[src/logic/v_cu_pkg.sv]
package v_cu_pkg;

   // vsetvli / vsetvl view of the instruction word
   typedef struct packed {
      logic [1:0] form;     // 2'b10 marks vsetvl
      logic [1:0] zimm_hi;
      logic       vma;      // mask agnostic
      logic       vta;      // tail agnostic
      logic       lmul_hi;  // fractional lmul
      logic [2:0] sew;
      logic [1:0] lmul_lo;
      logic [4:0] rs1;
      logic [2:0] funct3;
      logic [4:0] rd;
      logic [6:0] opcode;
   } v_cfg_fmt_t;

   // OPIV*/OPMV* arithmetic view
   typedef struct packed {
      logic [5:0] funct6;
      logic       vm;       // 0 = masked
      logic [4:0] vs2;
      logic [4:0] vs1_imm;  // vs1, rs1 or simm5
      logic [2:0] funct3;
      logic [4:0] vd;
      logic [6:0] opcode;
   } v_arith_fmt_t;

   typedef union packed {
      v_cfg_fmt_t   cfg;
      v_arith_fmt_t ar;
   } v_instr_u;

   // class strobe bit positions
   localparam int INSTR_CLS_W = 12;
   localparam int CLS_CONFIG  = 11;
   localparam int CLS_OPIVX   = 10;
   localparam int CLS_OPIVI   = 9;
   localparam int CLS_OPIVV   = 8;
   localparam int CLS_OPMVX   = 7;
   localparam int CLS_OPMVV   = 6;
   localparam int CLS_LOAD    = 5;
   localparam int CLS_ILOAD   = 4;
   localparam int CLS_STORE   = 3;
   localparam int CLS_ISTORE  = 2;

   // lane instruction type
   localparam logic [2:0] IT_NORMAL    = 3'd0;
   localparam logic [2:0] IT_REDUCTION = 3'd1;
   localparam logic [2:0] IT_STORE     = 3'd2;
   localparam logic [2:0] IT_ISTORE    = 3'd3;
   localparam logic [2:0] IT_LOAD      = 3'd4;
   localparam logic [2:0] IT_ILOAD     = 3'd5;
   localparam logic [2:0] IT_SLIDE     = 3'd6;
   localparam logic [2:0] IT_INVALID   = 3'd7;

   // opmode, bits 6:5 hold the group
   localparam int ALU_OPMODE_W = 9;
   localparam logic [1:0] OPG_MUL = 2'b01;
   localparam logic [ALU_OPMODE_W-1:0] OP_NONE      = 9'h000;
   localparam logic [ALU_OPMODE_W-1:0] OP_ADD       = 9'h001;  // add/sub group
   localparam logic [ALU_OPMODE_W-1:0] OP_ADDU      = 9'h002;
   localparam logic [ALU_OPMODE_W-1:0] OP_SUB       = 9'h003;
   localparam logic [ALU_OPMODE_W-1:0] OP_SUBU      = 9'h004;
   localparam logic [ALU_OPMODE_W-1:0] OP_MUL       = 9'h021;  // multiply group
   localparam logic [ALU_OPMODE_W-1:0] OP_MULU      = 9'h022;
   localparam logic [ALU_OPMODE_W-1:0] OP_MULSU     = 9'h023;
   localparam logic [ALU_OPMODE_W-1:0] OP_MULH      = 9'h024;
   localparam logic [ALU_OPMODE_W-1:0] OP_MULHU     = 9'h025;
   localparam logic [ALU_OPMODE_W-1:0] OP_MULHSU    = 9'h026;
   localparam logic [ALU_OPMODE_W-1:0] OP_MUL_ADD   = 9'h027;
   localparam logic [ALU_OPMODE_W-1:0] OP_MUL_SUB   = 9'h028;
   localparam logic [ALU_OPMODE_W-1:0] OP_MULU_ADD  = 9'h029;
   localparam logic [ALU_OPMODE_W-1:0] OP_MULUS_ADD = 9'h02a;
   localparam logic [ALU_OPMODE_W-1:0] OP_MULSU_ADD = 9'h02b;
   localparam logic [ALU_OPMODE_W-1:0] OP_AND       = 9'h041;  // logic group
   localparam logic [ALU_OPMODE_W-1:0] OP_OR        = 9'h042;
   localparam logic [ALU_OPMODE_W-1:0] OP_XOR       = 9'h043;
   localparam logic [ALU_OPMODE_W-1:0] OP_ANDNOT    = 9'h044;
   localparam logic [ALU_OPMODE_W-1:0] OP_ORNOT     = 9'h045;
   localparam logic [ALU_OPMODE_W-1:0] OP_NAND      = 9'h046;
   localparam logic [ALU_OPMODE_W-1:0] OP_NOR       = 9'h047;
   localparam logic [ALU_OPMODE_W-1:0] OP_XNOR      = 9'h048;
   localparam logic [ALU_OPMODE_W-1:0] OP_SEQ       = 9'h061;  // compare/shift group
   localparam logic [ALU_OPMODE_W-1:0] OP_SNEQ      = 9'h062;
   localparam logic [ALU_OPMODE_W-1:0] OP_SLT       = 9'h063;
   localparam logic [ALU_OPMODE_W-1:0] OP_SLTU      = 9'h064;
   localparam logic [ALU_OPMODE_W-1:0] OP_SLE       = 9'h065;
   localparam logic [ALU_OPMODE_W-1:0] OP_SLEU      = 9'h066;
   localparam logic [ALU_OPMODE_W-1:0] OP_SGT       = 9'h067;
   localparam logic [ALU_OPMODE_W-1:0] OP_SGTU      = 9'h068;
   localparam logic [ALU_OPMODE_W-1:0] OP_SLL       = 9'h069;
   localparam logic [ALU_OPMODE_W-1:0] OP_SRL       = 9'h06a;
   localparam logic [ALU_OPMODE_W-1:0] OP_SRA       = 9'h06b;

   // operand-2 source
   localparam logic [1:0] OP2_VV   = 2'd0;
   localparam logic [1:0] OP2_VX   = 2'd1;
   localparam logic [1:0] OP2_VI   = 2'd2;
   localparam logic [1:0] OP2_NONE = 2'd3;

   localparam logic SLIDE_FAST = 1'b1;
   localparam logic SLIDE_SLOW = 1'b0;

   // lane latencies in cycles
   localparam int VRF_DELAY     = 2;
   localparam int ALU_DELAY     = 7;
   localparam int RED_MUL_DELAY = 8;

   localparam logic [5:0] F6_SLIDEUP   = 6'b001110;
   localparam logic [5:0] F6_SLIDEDOWN = 6'b001111;

endpackage

[src/logic/v_instr_decode.sv]
`timescale 1ns/1ps

module v_instr_decode
   import v_cu_pkg::*;
(
   input  logic                   clk,
   input  logic                   rstn,
   input  logic [INSTR_CLS_W-1:0] instr_vld_i,     // one-hot class strobe
   input  logic [31:0]            vector_instr_i,
   input  logic [31:0]            scalar_rs1_i,
   output v_instr_u               instr_q_o,
   output logic [INSTR_CLS_W-1:0] cls_q_o,
   output logic [31:0]            rs1_q_o,
   output logic [2:0]             inst_type_o,
   output logic                   reduction_o,
   output logic                   slide_o,
   output logic                   widening_o,
   output logic [1:0]             op2_sel_o,
   output logic [31:0]            alu_x_data_o,
   output logic [4:0]             alu_imm_o,
   output logic                   vector_mask_o
);

   logic [2:0] f6_hi;     // funct6 upper bits
   logic       is_arith;  // any OPIV*/OPMV* class
   logic       non_cfg;   // valid and not vset*

   // class strobe
   always_ff @(posedge clk)
   begin
      if (!rstn)
         cls_q_o <= '0;
      else
         cls_q_o <= instr_vld_i;
   end

   // instruction word and scalar operand
   always_ff @(posedge clk)
   begin
      instr_q_o <= vector_instr_i;
      rs1_q_o   <= scalar_rs1_i;
   end

   assign f6_hi    = instr_q_o.ar.funct6[5:3];
   assign is_arith = |cls_q_o[CLS_OPIVX:CLS_OPMVV];
   assign non_cfg  = (|cls_q_o) && !cls_q_o[CLS_CONFIG];

   // vredsum..vredmax in OPMV, vwredsum in OPIVV
   assign reduction_o = ((cls_q_o[CLS_OPMVV] || cls_q_o[CLS_OPMVX]) && f6_hi == 3'b000) ||
                        (cls_q_o[CLS_OPIVV] && f6_hi == 3'b110);
   assign slide_o     = non_cfg && (instr_q_o.ar.funct6 == F6_SLIDEUP ||
                                    instr_q_o.ar.funct6 == F6_SLIDEDOWN);
   assign widening_o  = is_arith && (f6_hi == 3'b110 || f6_hi == 3'b111);

   // memory classes first, then reduction and slide
   always_comb
   begin
      if (cls_q_o[CLS_STORE])
         inst_type_o = IT_STORE;
      else if (cls_q_o[CLS_ISTORE])
         inst_type_o = IT_ISTORE;
      else if (cls_q_o[CLS_LOAD])
         inst_type_o = IT_LOAD;
      else if (cls_q_o[CLS_ILOAD])
         inst_type_o = IT_ILOAD;
      else if (reduction_o)
         inst_type_o = IT_REDUCTION;
      else if (slide_o)
         inst_type_o = IT_SLIDE;
      else if (non_cfg)
         inst_type_o = IT_NORMAL;
      else
         inst_type_o = IT_INVALID;  // vset* or idle
   end

   assign op2_sel_o = (cls_q_o[CLS_OPIVV] || cls_q_o[CLS_OPMVV]) ? OP2_VV :
                      (cls_q_o[CLS_OPIVX] || cls_q_o[CLS_OPMVX]) ? OP2_VX :
                      cls_q_o[CLS_OPIVI]                         ? OP2_VI : OP2_NONE;

   assign alu_x_data_o  = rs1_q_o;
   assign alu_imm_o     = instr_q_o.ar.vs1_imm;  // simm5 field
   assign vector_mask_o = ~instr_q_o.ar.vm;

   // scheduler sends one class per cycle
   a_cls_onehot: assert property (@(posedge clk) disable iff (!rstn)
      $onehot0(cls_q_o))
      else $error("instruction class strobe has more than one bit set");

endmodule

[src/logic/v_config_unit.sv]
`timescale 1ns/1ps

module v_config_unit
   import v_cu_pkg::*;
#(
   parameter int VLEN = 4096
)
(
   input  logic                   clk,
   input  logic                   rstn,
   input  v_instr_u               instr_q_i,
   input  logic [INSTR_CLS_W-1:0] cls_q_i,
   input  logic [31:0]            rs1_q_i,
   output logic [2:0]             sew_o,
   output logic [2:0]             lmul_o,
   output logic [31:0]            vl_o
);

   // vlmax per {lmul, sew}, lmul 4 reserved
   function automatic logic [63:0][31:0] init_vlmax();
      logic [63:0][31:0] tbl;
      tbl = '0;
      for (int lm = 0; lm < 8; lm++)
      begin
         for (int sw = 0; sw < 8; sw++)
         begin
            if (lm < 4)
               tbl[lm*8+sw] = 32'(((VLEN/8) >> sw) << lm);
            else if (lm > 4)
               tbl[lm*8+sw] = 32'(((VLEN/8) >> sw) / (2**(8-lm)));  // mf8..mf2
         end
      end
      return tbl;
   endfunction

   localparam logic [63:0][31:0] VLMAX_TBL = init_vlmax();

   logic [2:0]  sew_nxt;
   logic [2:0]  lmul_nxt;
   logic [31:0] vlmax;
   logic [31:0] vl_nxt;

   always_comb
   begin
      if (instr_q_i.cfg.form == 2'b10)  // vsetvl takes vtype from rs1
      begin
         lmul_nxt = rs1_q_i[2:0];
         sew_nxt  = rs1_q_i[5:3];
      end
      else
      begin
         lmul_nxt = {instr_q_i.cfg.lmul_hi, instr_q_i.cfg.lmul_lo};
         sew_nxt  = instr_q_i.cfg.sew;
      end
   end

   assign vlmax = VLMAX_TBL[{lmul_nxt, sew_nxt}];

   // avl from rs1, else vlmax when rd set, else keep
   assign vl_nxt = (instr_q_i.cfg.rs1 != 5'd0) ? rs1_q_i :
                   (instr_q_i.cfg.rd != 5'd0)  ? vlmax   : vl_o;

   always_ff @(posedge clk)
   begin
      if (!rstn)
      begin
         sew_o  <= 3'b010;  // e32, m1
         lmul_o <= 3'b000;
         vl_o   <= 32'(VLEN/32);
      end
      else if (cls_q_i[CLS_CONFIG])
      begin
         sew_o  <= sew_nxt;
         lmul_o <= lmul_nxt;
         vl_o   <= vl_nxt;
      end
   end

   // lanes handle e8..e32 only
   a_sew_range: assert property (@(posedge clk) disable iff (!rstn)
      cls_q_i[CLS_CONFIG] |=> (sew_o <= 3'b010))
      else $error("committed SEW wider than 32 bits");

endmodule

[src/logic/v_alu_opmode_decoder.sv]
`timescale 1ns/1ps

module v_alu_opmode_decoder
   import v_cu_pkg::*;
(
   input  v_instr_u                  instr_q_i,
   input  logic [INSTR_CLS_W-1:0]    cls_q_i,
   output logic [ALU_OPMODE_W-1:0]   alu_opmode_o
);

   logic [5:0] f6;

   assign f6 = instr_q_i.ar.funct6;

   always_comb
   begin
      alu_opmode_o = OP_NONE;
      if (|cls_q_i[CLS_OPIVX:CLS_OPIVV])  // OPIVV, OPIVX, OPIVI
      begin
         case (f6)
            6'b000000: alu_opmode_o = OP_ADD;
            6'b000010: alu_opmode_o = OP_SUB;
            6'b000011: alu_opmode_o = OP_SUB;   // vrsub
            6'b000100: alu_opmode_o = OP_SLTU;  // vminu
            6'b000101: alu_opmode_o = OP_SLT;   // vmin
            6'b000110: alu_opmode_o = OP_SGTU;  // vmaxu
            6'b000111: alu_opmode_o = OP_SGT;   // vmax
            6'b001001: alu_opmode_o = OP_AND;
            6'b001010: alu_opmode_o = OP_OR;
            6'b001011: alu_opmode_o = OP_XOR;
            6'b010000: alu_opmode_o = OP_ADD;   // vadc
            6'b010001: alu_opmode_o = OP_ADD;   // vmadc
            6'b010010: alu_opmode_o = OP_SUB;   // vsbc
            6'b010011: alu_opmode_o = OP_SUB;   // vmsbc
            6'b011000: alu_opmode_o = OP_SEQ;
            6'b011001: alu_opmode_o = OP_SNEQ;
            6'b011010: alu_opmode_o = OP_SLTU;
            6'b011011: alu_opmode_o = OP_SLT;
            6'b011100: alu_opmode_o = OP_SLEU;
            6'b011101: alu_opmode_o = OP_SLE;
            6'b011110: alu_opmode_o = OP_SGTU;
            6'b011111: alu_opmode_o = OP_SGT;
            6'b100000: alu_opmode_o = OP_ADDU;  // vsaddu
            6'b100001: alu_opmode_o = OP_ADD;   // vsadd
            6'b100010: alu_opmode_o = OP_SUBU;  // vssubu
            6'b100011: alu_opmode_o = OP_SUB;   // vssub
            6'b100101: alu_opmode_o = OP_SLL;
            6'b100111: alu_opmode_o = OP_MUL;   // vsmul
            6'b101000: alu_opmode_o = OP_SRL;
            6'b101001: alu_opmode_o = OP_SRA;
            6'b101010: alu_opmode_o = OP_SRL;   // vssrl, rounding
            6'b101011: alu_opmode_o = OP_SRA;   // vssra, rounding
            6'b101100: alu_opmode_o = OP_SRL;   // vnsrl narrowing
            6'b101101: alu_opmode_o = OP_SRA;   // vnsra narrowing
            6'b101110: alu_opmode_o = OP_SRL;   // vnclipu
            6'b101111: alu_opmode_o = OP_SRL;   // vnclip
            6'b110000: alu_opmode_o = OP_ADD;   // vwredsumu
            6'b110001: alu_opmode_o = OP_ADD;   // vwredsum
            default:   alu_opmode_o = OP_NONE;  // slides, gather, merge
         endcase
      end
      else if (|cls_q_i[CLS_OPMVX:CLS_OPMVV])  // OPMVV, OPMVX
      begin
         case (f6)
            6'b000000: alu_opmode_o = OP_ADD;   // vredsum
            6'b000001: alu_opmode_o = OP_AND;   // vredand
            6'b000010: alu_opmode_o = OP_OR;
            6'b000011: alu_opmode_o = OP_XOR;
            6'b000100: alu_opmode_o = OP_SLTU;  // vredminu
            6'b000101: alu_opmode_o = OP_SLT;
            6'b000110: alu_opmode_o = OP_SGTU;  // vredmaxu
            6'b000111: alu_opmode_o = OP_SGT;
            6'b001000: alu_opmode_o = OP_ADDU;  // vaaddu
            6'b001001: alu_opmode_o = OP_ADD;   // vaadd
            6'b001010: alu_opmode_o = OP_SUBU;  // vasubu
            6'b001011: alu_opmode_o = OP_SUB;   // vasub
            6'b011000: alu_opmode_o = OP_ANDNOT;  // mask logic from here
            6'b011001: alu_opmode_o = OP_AND;
            6'b011010: alu_opmode_o = OP_OR;
            6'b011011: alu_opmode_o = OP_XOR;
            6'b011100: alu_opmode_o = OP_ORNOT;
            6'b011101: alu_opmode_o = OP_NAND;
            6'b011110: alu_opmode_o = OP_NOR;
            6'b011111: alu_opmode_o = OP_XNOR;
            6'b100100: alu_opmode_o = OP_MULHU;
            6'b100101: alu_opmode_o = OP_MUL;
            6'b100110: alu_opmode_o = OP_MULHSU;
            6'b100111: alu_opmode_o = OP_MULH;
            6'b101001: alu_opmode_o = OP_MUL_ADD;  // vmadd
            6'b101011: alu_opmode_o = OP_MUL_SUB;  // vnmsub
            6'b101101: alu_opmode_o = OP_MUL_ADD;  // vmacc
            6'b101111: alu_opmode_o = OP_MUL_SUB;  // vnmsac
            6'b110000: alu_opmode_o = OP_ADDU;  // vwaddu
            6'b110001: alu_opmode_o = OP_ADD;   // vwadd
            6'b110010: alu_opmode_o = OP_SUBU;
            6'b110011: alu_opmode_o = OP_SUB;
            6'b110100: alu_opmode_o = OP_ADDU;  // .w forms
            6'b110101: alu_opmode_o = OP_ADD;
            6'b110110: alu_opmode_o = OP_SUBU;
            6'b110111: alu_opmode_o = OP_SUB;
            6'b111000: alu_opmode_o = OP_MULU;  // vwmulu
            6'b111010: alu_opmode_o = OP_MULSU; // vwmulsu
            6'b111011: alu_opmode_o = OP_MUL;   // vwmul
            6'b111100: alu_opmode_o = OP_MULU_ADD;   // vwmaccu
            6'b111101: alu_opmode_o = OP_MUL_ADD;    // vwmacc
            6'b111110: alu_opmode_o = OP_MULUS_ADD;  // vwmaccus
            6'b111111: alu_opmode_o = OP_MULSU_ADD;  // vwmaccsu
            default:   alu_opmode_o = OP_NONE;  // div/rem, unary, compress
         endcase
      end
   end

endmodule

[src/logic/v_slide_ctrl.sv]
`timescale 1ns/1ps

module v_slide_ctrl
   import v_cu_pkg::*;
#(
   parameter int VLEN      = 4096,
   parameter int VLANE_NUM = 16
)
(
   input  v_instr_u                  instr_q_i,
   input  logic [INSTR_CLS_W-1:0]    cls_q_i,
   input  logic [31:0]               rs1_q_i,
   input  logic [2:0]                sew_i,          // committed sew
   input  logic                      slide_i,
   input  logic                      widening_i,
   input  logic                      reduction_i,
   input  logic [ALU_OPMODE_W-1:0]   alu_opmode_i,
   output logic                      slide_type_o,
   output logic                      up_down_slide_o,  // 1 = up
   output logic [31:0]               slide_amount_o,   // in bytes
   output logic [1:0]                wdata_width_o,
   output logic [$clog2(VLEN/VLANE_NUM)-1:0] inst_delay_o
);

   localparam int          DELAY_W   = $clog2(VLEN/VLANE_NUM);  // per-lane vl bits
   localparam logic [31:0] FAST_BASE = 32'(VLANE_NUM*4);        // one word per lane at e8

   logic [31:0] fast_amt;

   assign fast_amt     = FAST_BASE >> sew_i;
   assign slide_type_o = (rs1_q_i == fast_amt) ? SLIDE_FAST : SLIDE_SLOW;

   assign up_down_slide_o = (instr_q_i.ar.funct6 != F6_SLIDEDOWN);

   // element offset scaled to bytes
   assign slide_amount_o = cls_q_i[CLS_OPIVI] ? {27'd0, instr_q_i.ar.vs1_imm} << sew_i :
                           cls_q_i[CLS_OPIVX] ? rs1_q_i << sew_i : 32'd1 << sew_i;

   assign wdata_width_o = (slide_i && slide_type_o == SLIDE_SLOW) ? 2'b01 :
                          widening_i ? 2'(sew_i + 3'd2) : 2'(sew_i + 3'd1);

   // mul reductions go through the multiplier stages
   assign inst_delay_o = (reduction_i && alu_opmode_i[6:5] == OPG_MUL) ? DELAY_W'(RED_MUL_DELAY) :
                         slide_i ? DELAY_W'(VRF_DELAY) : DELAY_W'(ALU_DELAY);

endmodule

[src/logic/v_cu.sv]
`timescale 1ns/1ps

module v_cu
   import v_cu_pkg::*;
#(
   parameter int VLEN      = 4096,
   parameter int VLANE_NUM = 16
)
(
   input  logic                   clk,
   input  logic                   rstn,
   input  logic [INSTR_CLS_W-1:0] instr_vld_i,
   input  logic [31:0]            vector_instr_i,
   input  logic [31:0]            scalar_rs1_i,
   output logic [2:0]             sew_o,
   output logic [2:0]             lmul_o,
   output logic [31:0]            vl_o,
   output logic [2:0]             inst_type_o,
   output logic                   reduction_op_o,
   output logic [1:0]             op2_sel_o,
   output logic [31:0]            alu_x_data_o,
   output logic [4:0]             alu_imm_o,
   output logic [ALU_OPMODE_W-1:0] alu_opmode_o,
   output logic                   vector_mask_o,
   output logic [1:0]             wdata_width_o,
   output logic [$clog2(VLEN/VLANE_NUM)-1:0] inst_delay_o,
   output logic                   slide_type_o,
   output logic                   up_down_slide_o,
   output logic [31:0]            slide_amount_o
);

   v_instr_u                  instr_q;  // registered instruction
   logic [INSTR_CLS_W-1:0]    cls_q;
   logic [31:0]               rs1_q;
   logic                      slide;
   logic                      widening;

   v_instr_decode u_decode (
      .clk(clk), .rstn(rstn),
      .instr_vld_i(instr_vld_i), .vector_instr_i(vector_instr_i),
      .scalar_rs1_i(scalar_rs1_i),
      .instr_q_o(instr_q), .cls_q_o(cls_q), .rs1_q_o(rs1_q),
      .inst_type_o(inst_type_o), .reduction_o(reduction_op_o),
      .slide_o(slide), .widening_o(widening), .op2_sel_o(op2_sel_o),
      .alu_x_data_o(alu_x_data_o), .alu_imm_o(alu_imm_o),
      .vector_mask_o(vector_mask_o)
   );

   v_config_unit #(.VLEN(VLEN)) u_config (
      .clk(clk), .rstn(rstn),
      .instr_q_i(instr_q), .cls_q_i(cls_q), .rs1_q_i(rs1_q),
      .sew_o(sew_o), .lmul_o(lmul_o), .vl_o(vl_o)
   );

   v_alu_opmode_decoder u_opmode (
      .instr_q_i(instr_q), .cls_q_i(cls_q), .alu_opmode_o(alu_opmode_o)
   );

   // slide amount uses the sew committed so far
   v_slide_ctrl #(.VLEN(VLEN), .VLANE_NUM(VLANE_NUM)) u_slide (
      .instr_q_i(instr_q), .cls_q_i(cls_q), .rs1_q_i(rs1_q), .sew_i(sew_o),
      .slide_i(slide), .widening_i(widening), .reduction_i(reduction_op_o),
      .alu_opmode_i(alu_opmode_o),
      .slide_type_o(slide_type_o), .up_down_slide_o(up_down_slide_o),
      .slide_amount_o(slide_amount_o), .wdata_width_o(wdata_width_o),
      .inst_delay_o(inst_delay_o)
   );

endmodule

[config.mk]
export PLATFORM = sky130hd
export DESIGN_NAME = v_cu
export DESIGN_NICKNAME = d
export VERILOG_FILES = /design/src/logic/v_cu_pkg.sv /design/src/logic/v_instr_decode.sv /design/src/logic/v_config_unit.sv /design/src/logic/v_alu_opmode_decoder.sv /design/src/logic/v_slide_ctrl.sv /design/src/logic/v_cu.sv
export SDC_FILE = /design/constraint.sdc
export NUM_CORES = 1
export LEC_CHECK = 0
export CORE_ASPECT_RATIO = 0.6
export CORE_UTILIZATION = 25
export DETAILED_ROUTE_END_ITERATION = 8
export DONT_BUFFER_PORTS = 1
export PLACE_DENSITY = 0.42
export SLEW_MARGIN = 20
export SYNTH_ARGS = -nofsm -noshare
export SYNTH_HDL_FRONTEND = slang
export SYNTH_SLANG_ARGS = --single-unit
[constraint.sdc]
create_clock -name clk -period 3.8 [get_ports clk]
set_input_delay 0.57 -clock clk [delete_from_list [all_inputs] [get_ports clk]]
set_output_delay 0.57 -clock clk [all_outputs]
set_load 0.03 [all_outputs]
==> run summary, run 1 <==
The worst setup path is captured at an output pin. The placer's final routability congestion estimate is approximately 0.85. The clock latency on the worst-skew pair came out at ~0.43 ns. Setup repair after global routing left no endpoint under its margin. The via count of the first global-routing pass came to roughly 5000. The site row count came out at 45. The die extent in x is around 210 um. In the synthesized netlist the dominant register cell turns out to be sky130_fd_sc_hd__dfxtp_1.

The switching part of the total power is between 30 and 40%. The number of port buffers came out at 0. The switching power total came out at between 1 and 1.5 mW. The clock network burns 45.5% of the power. The count of boundary I/O pins came out at about 210.

The internal portion of total power is 2.568 mW. The TritonCTS sink count is ~120. The highest net fanout along the worst path is 13. The shortest clock period the worst path allows after layout came out at 3.327 ns. The relative max-transition margin is between 30% and 40%.

Summing all placed instances gives a cell area of ~6800 sq um. The core box area is roughly 25000 sq um. The flow ran to the end, and the final reports show no timing, DRC or antenna violations. The maximum number of pins on one net before global-route repair came out at 65.

The critical path is of the flop to output pin type. The number of slew-limit violations in the final report came out at 0. The slack of the worst reg-to-reg path is approximately 1.1 ns. The area enclosed by the die boundary is ~26000 sq um. The CTS H-tree depth came out at 4. The routed wire length came out at 22590 um.

The worst IR drop on VDD came out at 272.8 uV. The analysis attributes to cell leakage a power of between 2 and 3 nW. From bottom edge to top edge, the die measures 126.3 um. The minimum setup slack after placement came out at between 0.8 and 0.9 ns.

Setup violations remaining at the end of the flow were counted as 0. By area the synthesized netlist is led by sky130_fd_sc_hd__dfxtp_1 36%, sky130_fd_sc_hd__nand2_1 5.7%, sky130_fd_sc_hd__mux4_2 5.6%, sky130_fd_sc_hd__o21ai_0 4.5%, sky130_fd_sc_hd__a21oi_1 3.4%. The areal power density over the cells came out at around 500 nW/um^2.

The Yosys step of the flow raised 0 warnings. The sequential share of power is roughly two fifths. The number of hold buffers added after CTS was 0. The total count of hold-check failures in the final report was 0. The layout filler cell count is about 2700.

The worst setup path is launched from a flop. In this run, CTS created clock tree buffers numbering 17. Clock tree synthesis selected as its root buffer the cell sky130_fd_sc_hd__clkbuf_16. The global-route wire length before repair came out at between 30000 and 40000 um.

The total iterations of the first detailed-routing run is 5. The final setup skew came out at 0.008559 ns. At the worst endpoint, the required time is 3.23 ns.

Global routing used between 15 and 20% of the available tracks across all layers. The number of buffers between clock root and the deepest sink came out at 2. The share of the clock period used by the worst path after layout is about 88%. Across all layers, the routed design uses ~5500 vias. The initial cell density of the core is 25.48%.

The sum of negative setup slack came out at 0 ns. The synthesized design spends more area on one cell type than any other, namely sky130_fd_sc_hd__dfxtp_1. The netlist uses 80 different library cells.

The area fraction of the dominant cell type after synthesis came out at between 30% and 40%. At the end of the flow, the number of nets in the layout was approximately 830. The combinational share of power is around 16%. Across the run, the number of max-cap violations was 0. For this run, the register share of the synthesized area comes to between 30% and 40%. The actual transition at the worst max-transition pin came out at a little over 1 ns. Compared with the post-synthesis result, the final layout area differs by 15.73%. The routed via count divided by cell count came out at around 5.1. The data arrival time of the critical path came out at between 2 and 3 ns. The average instance area after synthesis is 8.681 sq um. The first routing iteration left 481 violations. The synthesized cell area came out at approximately 6400 sq um. In the final routed layout, each cell accounts on average for roughly 21 um. The DRC violation count after routing came out at 0. The final design area excluding fillers is 7455 sq um. Summed over all layers, the global routing overflow is 0. The clock transition time at the flip-flop clock pins of the worst setup and hold paths came out at 0.06 ns. The share of synthesized registers carrying an async set or reset came out at 0%. Once detail routing completed, the nets flagged for antenna violations numbered 0. Counting flops with a built-in enable in the synthesized netlist gives 0. The setup slack after layout is around 0.47 ns. The TritonCTS clock tree is yes.

The number of buffers inserted to repair setup after CTS is 0. The share of post-route cells with drive strength above 1 came out at 17.35%. Based on the critical path, the design can be clocked at up to 300.5 MHz. The post-cts repair resize count came out at 0. Once detailed placement completed, the half-perimeter wirelength came to approximately 17000 um. The initial antenna violation count is 1.

The type of the worst min-delay path is input port to flop. The number of instances in the synthesized netlist is around 740. The flop and latch count out of synthesis is ~120.
==> worst max-delay path, cell delays in order, from the launching register on <==
cell                      delay [ns]
sky130_fd_sc_hd__dfxtp_1        0.40
sky130_fd_sc_hd__or3_1          0.62
sky130_fd_sc_hd__nor2_1         0.25
sky130_fd_sc_hd__a41oi_1        0.31
sky130_fd_sc_hd__or3b_1         0.26
sky130_fd_sc_hd__a21oi_1        0.06
sky130_fd_sc_hd__nor2_1         0.42
==> power groups by stage <==
stage | combinational [mW] | clock [mW] | sequential, mW
2_1_floorplan | 0.482 | 0 | 1.44
3_3_place_gp | 0.586 | 0 | 1.48
3_5_place_dp | 0.583 | 0 | 1.48
4_1_cts | 0.585 | 1.75 | 1.45
5_1_grt | 0.631 | 1.81 | 1.46
6_report | 0.584 | 1.70 | 1.45
==> per-stage QoR <==
step           std cells  power [mW]  utilization, %  hold WS, ns
2_1_floorplan        748       1.921               -       0.5291
6_report            1085       3.734           29.49       0.1569
5_1_grt             1084       3.900           29.48       0.1248
3_3_place_gp        1052       2.062           27.01       0.5245
3_5_place_dp        1052       2.060           27.01       0.5320
4_1_cts             1084       3.785           29.48       0.1224
==> synth_stat cells, types with 3 or more instances <==
library cell / count
sky130_fd_sc_hd__clkbuf_1: 30
sky130_fd_sc_hd__a21oi_1: 44
sky130_fd_sc_hd__ha_1: 12
sky130_fd_sc_hd__a21boi_0: 19
sky130_fd_sc_hd__a31oi_1: 9
sky130_fd_sc_hd__nor4_1: 6
sky130_fd_sc_hd__o22ai_1: 4
sky130_fd_sc_hd__nand2_1: 97
sky130_fd_sc_hd__xnor2_1: 7
sky130_fd_sc_hd__o32ai_1: 7
sky130_fd_sc_hd__xor2_1: 3
sky130_fd_sc_hd__and2_1: 13
sky130_fd_sc_hd__a32oi_1: 3
sky130_fd_sc_hd__nor2b_1: 5
sky130_fd_sc_hd__mux2_2: 6
sky130_fd_sc_hd__a221oi_1: 9
sky130_fd_sc_hd__o31ai_4: 3
sky130_fd_sc_hd__nand2b_1: 10
sky130_fd_sc_hd__mux2i_1: 19
sky130_fd_sc_hd__dfxtp_1: 116
sky130_fd_sc_hd__a22o_1: 4
sky130_fd_sc_hd__inv_1: 14
sky130_fd_sc_hd__buf_1: 7
sky130_fd_sc_hd__buf_6: 4
sky130_fd_sc_hd__buf_2: 12
sky130_fd_sc_hd__o211ai_1: 5
sky130_fd_sc_hd__buf_4: 15
sky130_fd_sc_hd__mux4_2: 16
sky130_fd_sc_hd__o21ai_0: 58
sky130_fd_sc_hd__nor3_1: 13
sky130_fd_sc_hd__and4bb_2: 3
sky130_fd_sc_hd__o211a_1: 7
sky130_fd_sc_hd__nand4_1: 3
sky130_fd_sc_hd__nor2_1: 53
sky130_fd_sc_hd__nand3_1: 44
==> cell usage in the layout, fill, tap and decap left out, drive strengths merged, types with 4 or more instances in the layout <==
cell / instances
dfxtp: 116
clkbuf: 19
o31ai: 4
and2: 13
buf: 47
mux4: 16
nand2b: 10
xnor2: 7
ha: 12
mux2: 8
nor2: 53
a31oi: 12
nor4: 6
conb: 7
nor3: 13
o211a: 7
inv: 18
a221oi: 10
nand3: 44
nor2b: 6
a22o: 4
o21ai: 60
mux2i: 22
a21oi: 46
clkinv: 6
o32ai: 7
o22ai: 4
nand2: 97
a21boi: 20
and4bb: 4
o211ai: 5
==> layout make-up <==
cell class	instances	area [sq um]	area share (%)
Multi-Input combinational cell	544	3677	49.33
Sequential cell	116	2326	31.20
Clock buffer	19	452.9	6.076
Tap cell	329	411.6	5.522
Timing Repair Buffer	47	352.8	4.733
Clock inverter	13	171.4	2.299
Inverter	16	60.06	0.8056
Antenna cell	1	2.502	0.03357
==> per-layer routing <==
metal,vias to the layer above,routed length [um],GRT usage (%),part of all wire (%)
li1,2689,-,-,-
met1,2629,12220,26.45,54
met2,213,8367,20.86,37
met3,15,1752,6.586,7.8
met4,0,246,5.796,1.1
met5,-,0,0,0
==> cells by family after synthesis <==
logic type / after synthesis / synth area share (%)
flops: 116 / 36.05
mux: 46 / 10.98
compound gates: 203 / 21.80
fa+ha+maj: 12 / 2.331
buf+inv: 88 / 7.518
simple gates: 266 / 19.91
xor+xnor: 10 / 1.360
other cells: 1 / 0.05822
==> final timing paths <==
check	start	endpoint	cells past startpoint
max	u_decode.cls_q_o[9]	inst_type_o[0]	6
min	scalar_rs1_i[7]	u_decode.alu_x_data_o[7]	0
max reg2reg	u_decode.instr_q_o[30]	u_config.vl_o[6]	6
min reg2reg	u_config.sew_o[2]	u_config.sew_o[2]	1
(Power assumes the default switching activity.)
==> inputs of run 2 (changes only) <==
CORE_UTILIZATION = 35   (was 25)
PLACE_DENSITY = 0.53   (was 0.42)
==> run 2 against run 1 <==
Effect of this change:
- maximum frequency down 2.4%
- utilization up 11 points
- count of clock-buffer cells in the layout unchanged
- highest routed layer unchanged
==> run summary, run 2 (same netlist as run 1, synthesis figures left out) <==
The routed wire length is 20840 um (-7.7%). The final standard cell count with taps included and fillers excluded came out at 994 (-8.4%). The areal power density over the cells came out at 500.2 nW/um^2 (-0.14%). The worst IR drop on VDD came out at 332.1 uV (+22%).

The worst reg2reg path depth is 6 (unchanged). The switching power total is 1.116 mW (-4.3%). The switching part of the total power came out at 30.51% (-0.71 points). The via count of the first global-routing pass is 5190 (+3.2%). The count of routing violations after the opening detailed-route iteration was 593 (+23%).

The count of final setup violators is 0 (unchanged). The overall die height was 107.1 um (-15%). The sum of negative setup slack is 0 ns (unchanged). The total count of hold-check failures in the final report is 0 (unchanged).

The total number of vias is 5666 (+2.2%). The number of port buffers is 0 (unchanged). The maximum achievable frequency came out at 293.4 MHz (-2.4%).

The global-route wire length before repair came out at 31240 um (-7.2%). The number of buffers inserted to repair setup after CTS is 0 (unchanged). The most common cell after layout, fill and taps aside is sky130_fd_sc_hd__dfxtp_1. The TritonCTS sink count came to 116 (unchanged). The internal portion of total power is 2.541 mW (-1.1%). The met2 track utilization from global routing is 27.90% (+7.0 points).

The average wire per standard cell was 20.97 um (+0.73%). The number of violations of the max-capacitance limit came out at 0 (unchanged). Setup repair after global routing left no endpoint under its margin. The total overflow reported by the global router was 0 (unchanged). The number of routed nets with antenna violations came out at 0 (unchanged). The core box area is 18020 sq um (-29%). The die extent in x came to 177.1 um (-15%). The highest net fanout along the worst path is 13 (unchanged). The estimated wirelength of the detail-placed design was 15370 um (-7.1%). The required arrival time at the worst endpoint is 3.23 ns (about the same). The clock network power share came out at 44.4% (-1.1 points). The layout filler cell count is 1790 (-33%). The clock transition time at the flip-flop clock pins of the worst setup and hold paths came out at 0.06 ns (about the same). The total iterations of the first detailed-routing run is 5 (unchanged). The hold buffer count at cts came out at 0 (unchanged).

The most crowded layer after global routing is met1. The total number of nets in the final design is 831 (-0.12%). The hold path depth is 0 (unchanged). The overall global routing resource usage came to 22.07% (+4.9 points).

The relative max-transition margin came to 29.70% (-1.8 points). STA classifies the critical path endpoint as an output pin. The share of post-route cells with drive strength above 1 came to 17.00% (-0.35 points).

The post-cts repair resize count came out at 0 (unchanged). The clock latency on the worst-skew pair came out at 0.42 ns (about the same). In this run the worst hold path is classified as input port to flop.

The sequential share of power was 39.8% (+1.0 points). The critical path is of the flop to output pin type. The site row count came out at 38 (-16%). The run finished with clean final reports. The number of buffers between clock root and the deepest sink came out at 2 (unchanged). The routing usage on met1 was 34.24% (+7.8 points).

The placer's final routability congestion estimate came out at 0.8619 (+1.3%). The number of slew-limit violations in the final report is 0 (unchanged). The final setup skew came out at 0.01144 ns (+0.002878 ns). The initial antenna violation count came out at 1 (unchanged). The cell sitting at the root of the clock tree is a sky130_fd_sc_hd__clkbuf_16. Relative to the synthesized area, the layout overhead comes to 13.48%. The initial cell density of the core came out at 35.75% (+10 points). The final core area utilization came to 40.56% (+11 points). The area enclosed by the die boundary came to 18970 sq um (-28%). TritonCTS built the clock tree. Leaving out fill and tap cells, the most frequent cells in the layout are 113 x sky130_fd_sc_hd__dfxtp_1, 97 x sky130_fd_sc_hd__nand2_1, 58 x sky130_fd_sc_hd__o21ai_0, 52 x sky130_fd_sc_hd__nor2_1, 46 x sky130_fd_sc_hd__buf_4.

The combinational share of power is 15.8% (about the same). The leakage component of the power is 2.803 nW (-0.52%). The CTS H-tree depth was 4 (unchanged).

The total clock buffers created by CTS is 17 (unchanged). The shortest clock period the worst path allows after layout is 3.408 ns (+0.08079 ns). The share of the clock period used by the worst path after layout came out at 89.69% (+2.1 points).

The global-route met3 utilization is 7.057% (+0.47 points). The actual transition at the worst max-transition pin was 1.055 ns (+0.03786 ns). The data arrival time of the critical path is 2.84 ns (+0.08 ns). The count of boundary I/O pins is 213 (unchanged). The routed via count divided by cell count is 5.700 (+12%). The maximum number of pins on one net before global-route repair is 52 (-20%).

The DRC violation count after routing is 0 (unchanged). The placed instance count was 962 (-8.6%). The kind of launch point of the worst setup path is a flop.
==> run 2: changes by cell type in the layout (fill, tap and decap cells not counted) <==
| cell | before | now |
|---|---|---|
| sky130_fd_sc_hd__clkinv_2 | 1 | 3 |
| sky130_fd_sc_hd__inv_6 | 4 | 2 |
| sky130_fd_sc_hd__buf_4 | 47 | 46 |
| sky130_fd_sc_hd__clkbuf_1 | 0 | 1 |
| sky130_fd_sc_hd__clkbuf_8 | 2 | 1 |
| sky130_fd_sc_hd__clkinv_4 | 3 | 2 |
==> run 2: power groups by stage <==
stage | clock, mW | combinational, mW | sequential [mW]
floorplan | 0 | 0.482 | 1.44
global route | 1.73 | 0.619 | 1.47
CTS | 1.67 | 0.573 | 1.45
global placement | 0 | 0.567 | 1.48
finish | 1.62 | 0.576 | 1.46
detailed placement | 0 | 0.571 | 1.48
==> run 2: final cells by class <==
class                           instances  area, sq um  share of cell area, %
Antenna cell                            1        2.502                0.03423
Clock buffer                           19        442.9                  6.060
Clock inverter                         12        155.1                  2.123
Inverter                               16        60.06                 0.8216
Multi-Input combinational cell        544         3677                  50.31
Sequential cell                       116         2326                  31.82
Tap cell                              240        300.3                  4.108
Timing Repair Buffer                   46        345.3                  4.724
==> run 2: metal layers <==
metal  part of all wire (%)  wire [um]
met5                      0          0
met4                    1.0        208
met3                    8.3       1722
met2                     39       8085
met1                     52      10820
==> run 2: path summary, 6_finish.rpt <==
path | from | end | slack, ns
setup / recovery | u_decode.cls_q_o[9] | inst_type_o[0] | 0.39
hold / removal | vector_instr_i[26] | u_decode.instr_q_o[26] | 0.17
setup reg to reg | u_decode.instr_q_o[30] | u_config.vl_o[6] | 0.94
hold reg to reg | u_config.vl_o[22] | u_config.vl_o[22] | 0.61
==> run 2: worst max-delay path, cell delays in order, from the launching register on <==
cell and delay, ns:
sky130_fd_sc_hd__dfxtp_1 0.40, sky130_fd_sc_hd__or3_1 0.63, sky130_fd_sc_hd__nor2_1 0.31, sky130_fd_sc_hd__a41oi_1 0.32, sky130_fd_sc_hd__or3b_1 0.26, sky130_fd_sc_hd__a21oi_1 0.06, sky130_fd_sc_hd__nor2_1 0.44
==> run 2: stage by stage <==
step	hold slack (ns)	power (mW)	area [sq um]	worst slack [ns]
after floorplan	0.5291	1.921	6475	0.05517
after global placement	0.5978	2.045	6709	0.8660
after detailed placement	0.5977	2.051	6709	0.8515
after CTS	0.1459	3.693	7307	0.3869
after global routing	0.1381	3.817	7307	0.2377
final	0.1680	3.656	7310	0.3918
==> inputs of run 3 (changes only) <==
CELL_PAD_IN_SITES_DETAIL_PLACEMENT = 0   (was unset)
CELL_PAD_IN_SITES_GLOBAL_PLACEMENT = 2   (was unset)
PLACE_DENSITY = 0.81   (was 0.53)
==> run 3 against run 2 <==
Effect of this change:
- flip-flop and latch count is the same
- critical path depth is 2 higher
- utilization is 0.10 points lower
- combinational power grew 1%
- non-clock buffer count grew 5
- maximum frequency about the same
- worst setup slack got worse by 0.0034 ns
- final cell count rose by 0.60%
- routed wire length grew 0.12%
- first-iteration DRC count rose by 5.6%
- sequential share of layout area is 0.082 points higher
- via count grew 0.53%
- largest cell class unchanged
- largest power group unchanged
==> run summary, run 3 (same netlist as run 1, synthesis figures left out) <==
The run finished with clean final reports. The placer's final routability congestion estimate came out at 0.8519 (-1.2%). The final setup skew came to 0.009918 ns (-0.001518 ns). The worst stage delay on the critical path came to 0.53 ns (-0.10 ns).

The data arrival time of the critical path is 2.84 ns (about the same). The number of violations of the max-capacitance limit is 0 (unchanged). The layout filler cell count was 1797 (+0.39%). The relative max-transition margin is 31.14% (+1.4 points).

The die extent in x was 177.1 um (unchanged). The hold buffer count at cts came to 0 (unchanged). The average wire per standard cell is 20.87 um (-0.48%).

The share of post-route cells with drive strength above 1 is 17.13% (+0.13 points). The DRC violation count after routing came out at 0 (unchanged). The number of buffers between clock root and the deepest sink is 2 (unchanged). The clock latency on the worst-skew pair came out at 0.42 ns (about the same).

The top cell types in the final layout, fill and taps aside, are 113 x sky130_fd_sc_hd__dfxtp_1, 97 x sky130_fd_sc_hd__nand2_1, 58 x sky130_fd_sc_hd__o21ai_0, 52 x sky130_fd_sc_hd__nor2_1, 51 x sky130_fd_sc_hd__buf_4. The critical path goes through buf_4 > ha_1 > xnor2_1 > and2_1 > o221ai_1 > nor4b_4 > nor2_1 > nand2b_1. Setup repair after global routing left no endpoint under its margin. The site row count is 38 (unchanged).

STA classifies the critical path startpoint as a flop. The leakage component of the power came out at 2.795 nW (-0.25%). The shortest clock period the worst path allows after layout came to 3.412 ns (+0.003407 ns). The core box area was 18020 sq um (unchanged).

The slack of the worst reg-to-reg path came to 0.96 ns (+0.02 ns). The number of routed nets with antenna violations is 0 (unchanged). The worst flop-to-flop path startpoint is u_decode.instr_q_o[30]. The worst hold margin is 0.1710 ns (+0.002932 ns). The initial antenna violation count came out at 1 (unchanged).

The endpoint identified for the worst register-to-register timing path is u_config.vl_o[2]. The initial cell density of the core is 35.75% (unchanged). The count of final setup violators came out at 0 (unchanged).

The end point of the most critical hold path is u_decode.alu_x_data_o[29]. The CTS H-tree depth came out at 4 (unchanged). The maximum number of pins on one net before global-route repair is 59 (+13%). The total overflow reported by the global router is 0 (unchanged). TritonCTS built the clock tree.

The final core area utilization came out at 40.46% (-0.10 points). The total count of hold-check failures in the final report is 0 (unchanged). The highest net fanout along the worst path came out at 39 (+26). The total iterations of the first detailed-routing run came out at 8 (+3). The cell sitting at the root of the clock tree is a sky130_fd_sc_hd__clkbuf_16. The worst IR drop on VDD came out at 460.8 uV (+39%).

For this design, the slowest cell found on the critical path is sky130_fd_sc_hd__buf_4. The count of routing violations after the opening detailed-route iteration came out at 626 (+5.6%). The area enclosed by the die boundary came out at 18970 sq um (unchanged). The worst hold path begins at scalar_rs1_i[29].

The required arrival time at the worst endpoint is 3.23 ns (about the same). The worst setup path is captured at an output pin. The number of buffers inserted to repair setup after CTS is 0 (unchanged). The overall die height came out at 107.1 um (unchanged). The number of port buffers is 0 (unchanged). The number of slew-limit violations in the final report came out at 0 (unchanged). The worst reg2reg path depth came out at 6 (unchanged). The count of boundary I/O pins came out at 213 (unchanged).

The global-route wire length before repair came out at 31640 um (+1.3%). The estimated wirelength of the detail-placed design came out at 15300 um (-0.46%). Compared with the post-synthesis result, the final layout area differs by 13.19%. The total clock buffers created by CTS is 17 (unchanged).

The overall power is 3.528 mW (-3.5%). The library cell used most frequently in the layout, excluding fill and tap cells, is sky130_fd_sc_hd__dfxtp_1. The areal power density over the cells was 484.0 nW/um^2 (-3.2%). The routed wire length was 20870 um (+0.12%). The hold path depth is 0 (unchanged). The min-delay analysis places its worst path in the category input port to flop. The TritonCTS sink count is 116 (unchanged). The total number of vias is 5696 (+0.53%).

The routed via count divided by cell count came out at 5.696 (about the same). The post-cts repair resize count came out at 0 (unchanged). The total number of nets in the final design is 836 (+0.60%). The clock transition time at the flip-flop clock pins of the worst setup and hold paths came out at 0.06 ns (about the same). The actual transition at the worst max-transition pin was 1.027 ns (-0.02781 ns). The share of the clock period used by the worst path after layout is 89.78% (about the same). The overall global routing resource usage is 22.19% (+0.11 points). The via count of the first global-routing pass is 5220 (+0.58%). The maximum achievable frequency came to 293.1 MHz (about the same). The critical path is of the flop to output pin type. The sum of negative setup slack is 0 ns (unchanged).
## run 3: changes by cell type in the layout (fill, tap and decap cells not counted), sizes merged
cell / before / now
bufinv: 3 / 1
clkinv: 7 / 6
clkbuf: 19 / 23
clkinvlp: 2 / 4
buf: 46 / 51
inv: 16 / 14
## run 3: final cells by class
| type | instances | area [sq um] | share of cell area [%] |
|---|---|---|---|
| multi-input cells | 544 | 3671 | 50.35 |
| inverters | 16 | 60.06 | 0.8238 |
| repair buffers | 51 | 382.9 | 5.251 |
| flip-flops and latches | 116 | 2326 | 31.90 |
| well taps | 240 | 300.3 | 4.119 |
| clock inverters | 9 | 80.08 | 1.098 |
| diodes | 1 | 2.502 | 0.03432 |
| clock buffers | 23 | 467.9 | 6.418 |
## run 3: worst max-delay path, delay by kind of cell (launching register included)
kind,cells,cell delay [ns]
simple gates,4,0.95
flops,1,0.32
compound gates,1,0.16
buf+inv,1,0.53
fa+ha+maj,1,0.33
xor+xnor,1,0.12
## run 3: per-layer routing
metal  global-route usage (%)  part of all wire (%)  up-vias
met1                    34.19                    51     2728
met4                    5.850                  0.90        0
li1                         -                     -     2678
met2                    28.54                    39      275
met3                    6.844                   9.2       15
met5                        0                     0        -
## run 3: stage by stage
stage          setup WS, ns  cell area [sq um]  cells
2_1_floorplan       0.05517               6475    748
3_3_place_gp         0.8566               6740    967
3_5_place_dp         0.7887               6740    967
4_1_cts              0.3158               7288    999
5_1_grt              0.1569               7288    999
6_report             0.3884               7291   1000
## run 3: where the power goes
group,switching [mW],internal [mW]
Clock,0.569,0.927
Sequential,0.160,1.29
Combinational,0.373,0.209
Total,1.10,2.43
## run 3: how the worst max path moves through the flow
stage                      startpoint               end  slack (ns)  cells after the start
floorplan           u_config.sew_o[0]  wdata_width_o[1]        0.06                     10
global placement    u_config.sew_o[0]  wdata_width_o[0]        0.86                      8
detailed placement  u_config.sew_o[0]  wdata_width_o[0]        0.79                      8
CTS                 u_config.sew_o[0]  wdata_width_o[0]        0.32                      8
global route        u_config.sew_o[0]  wdata_width_o[0]        0.16                      8
finish              u_config.sew_o[0]  wdata_width_o[0]        0.39                      8
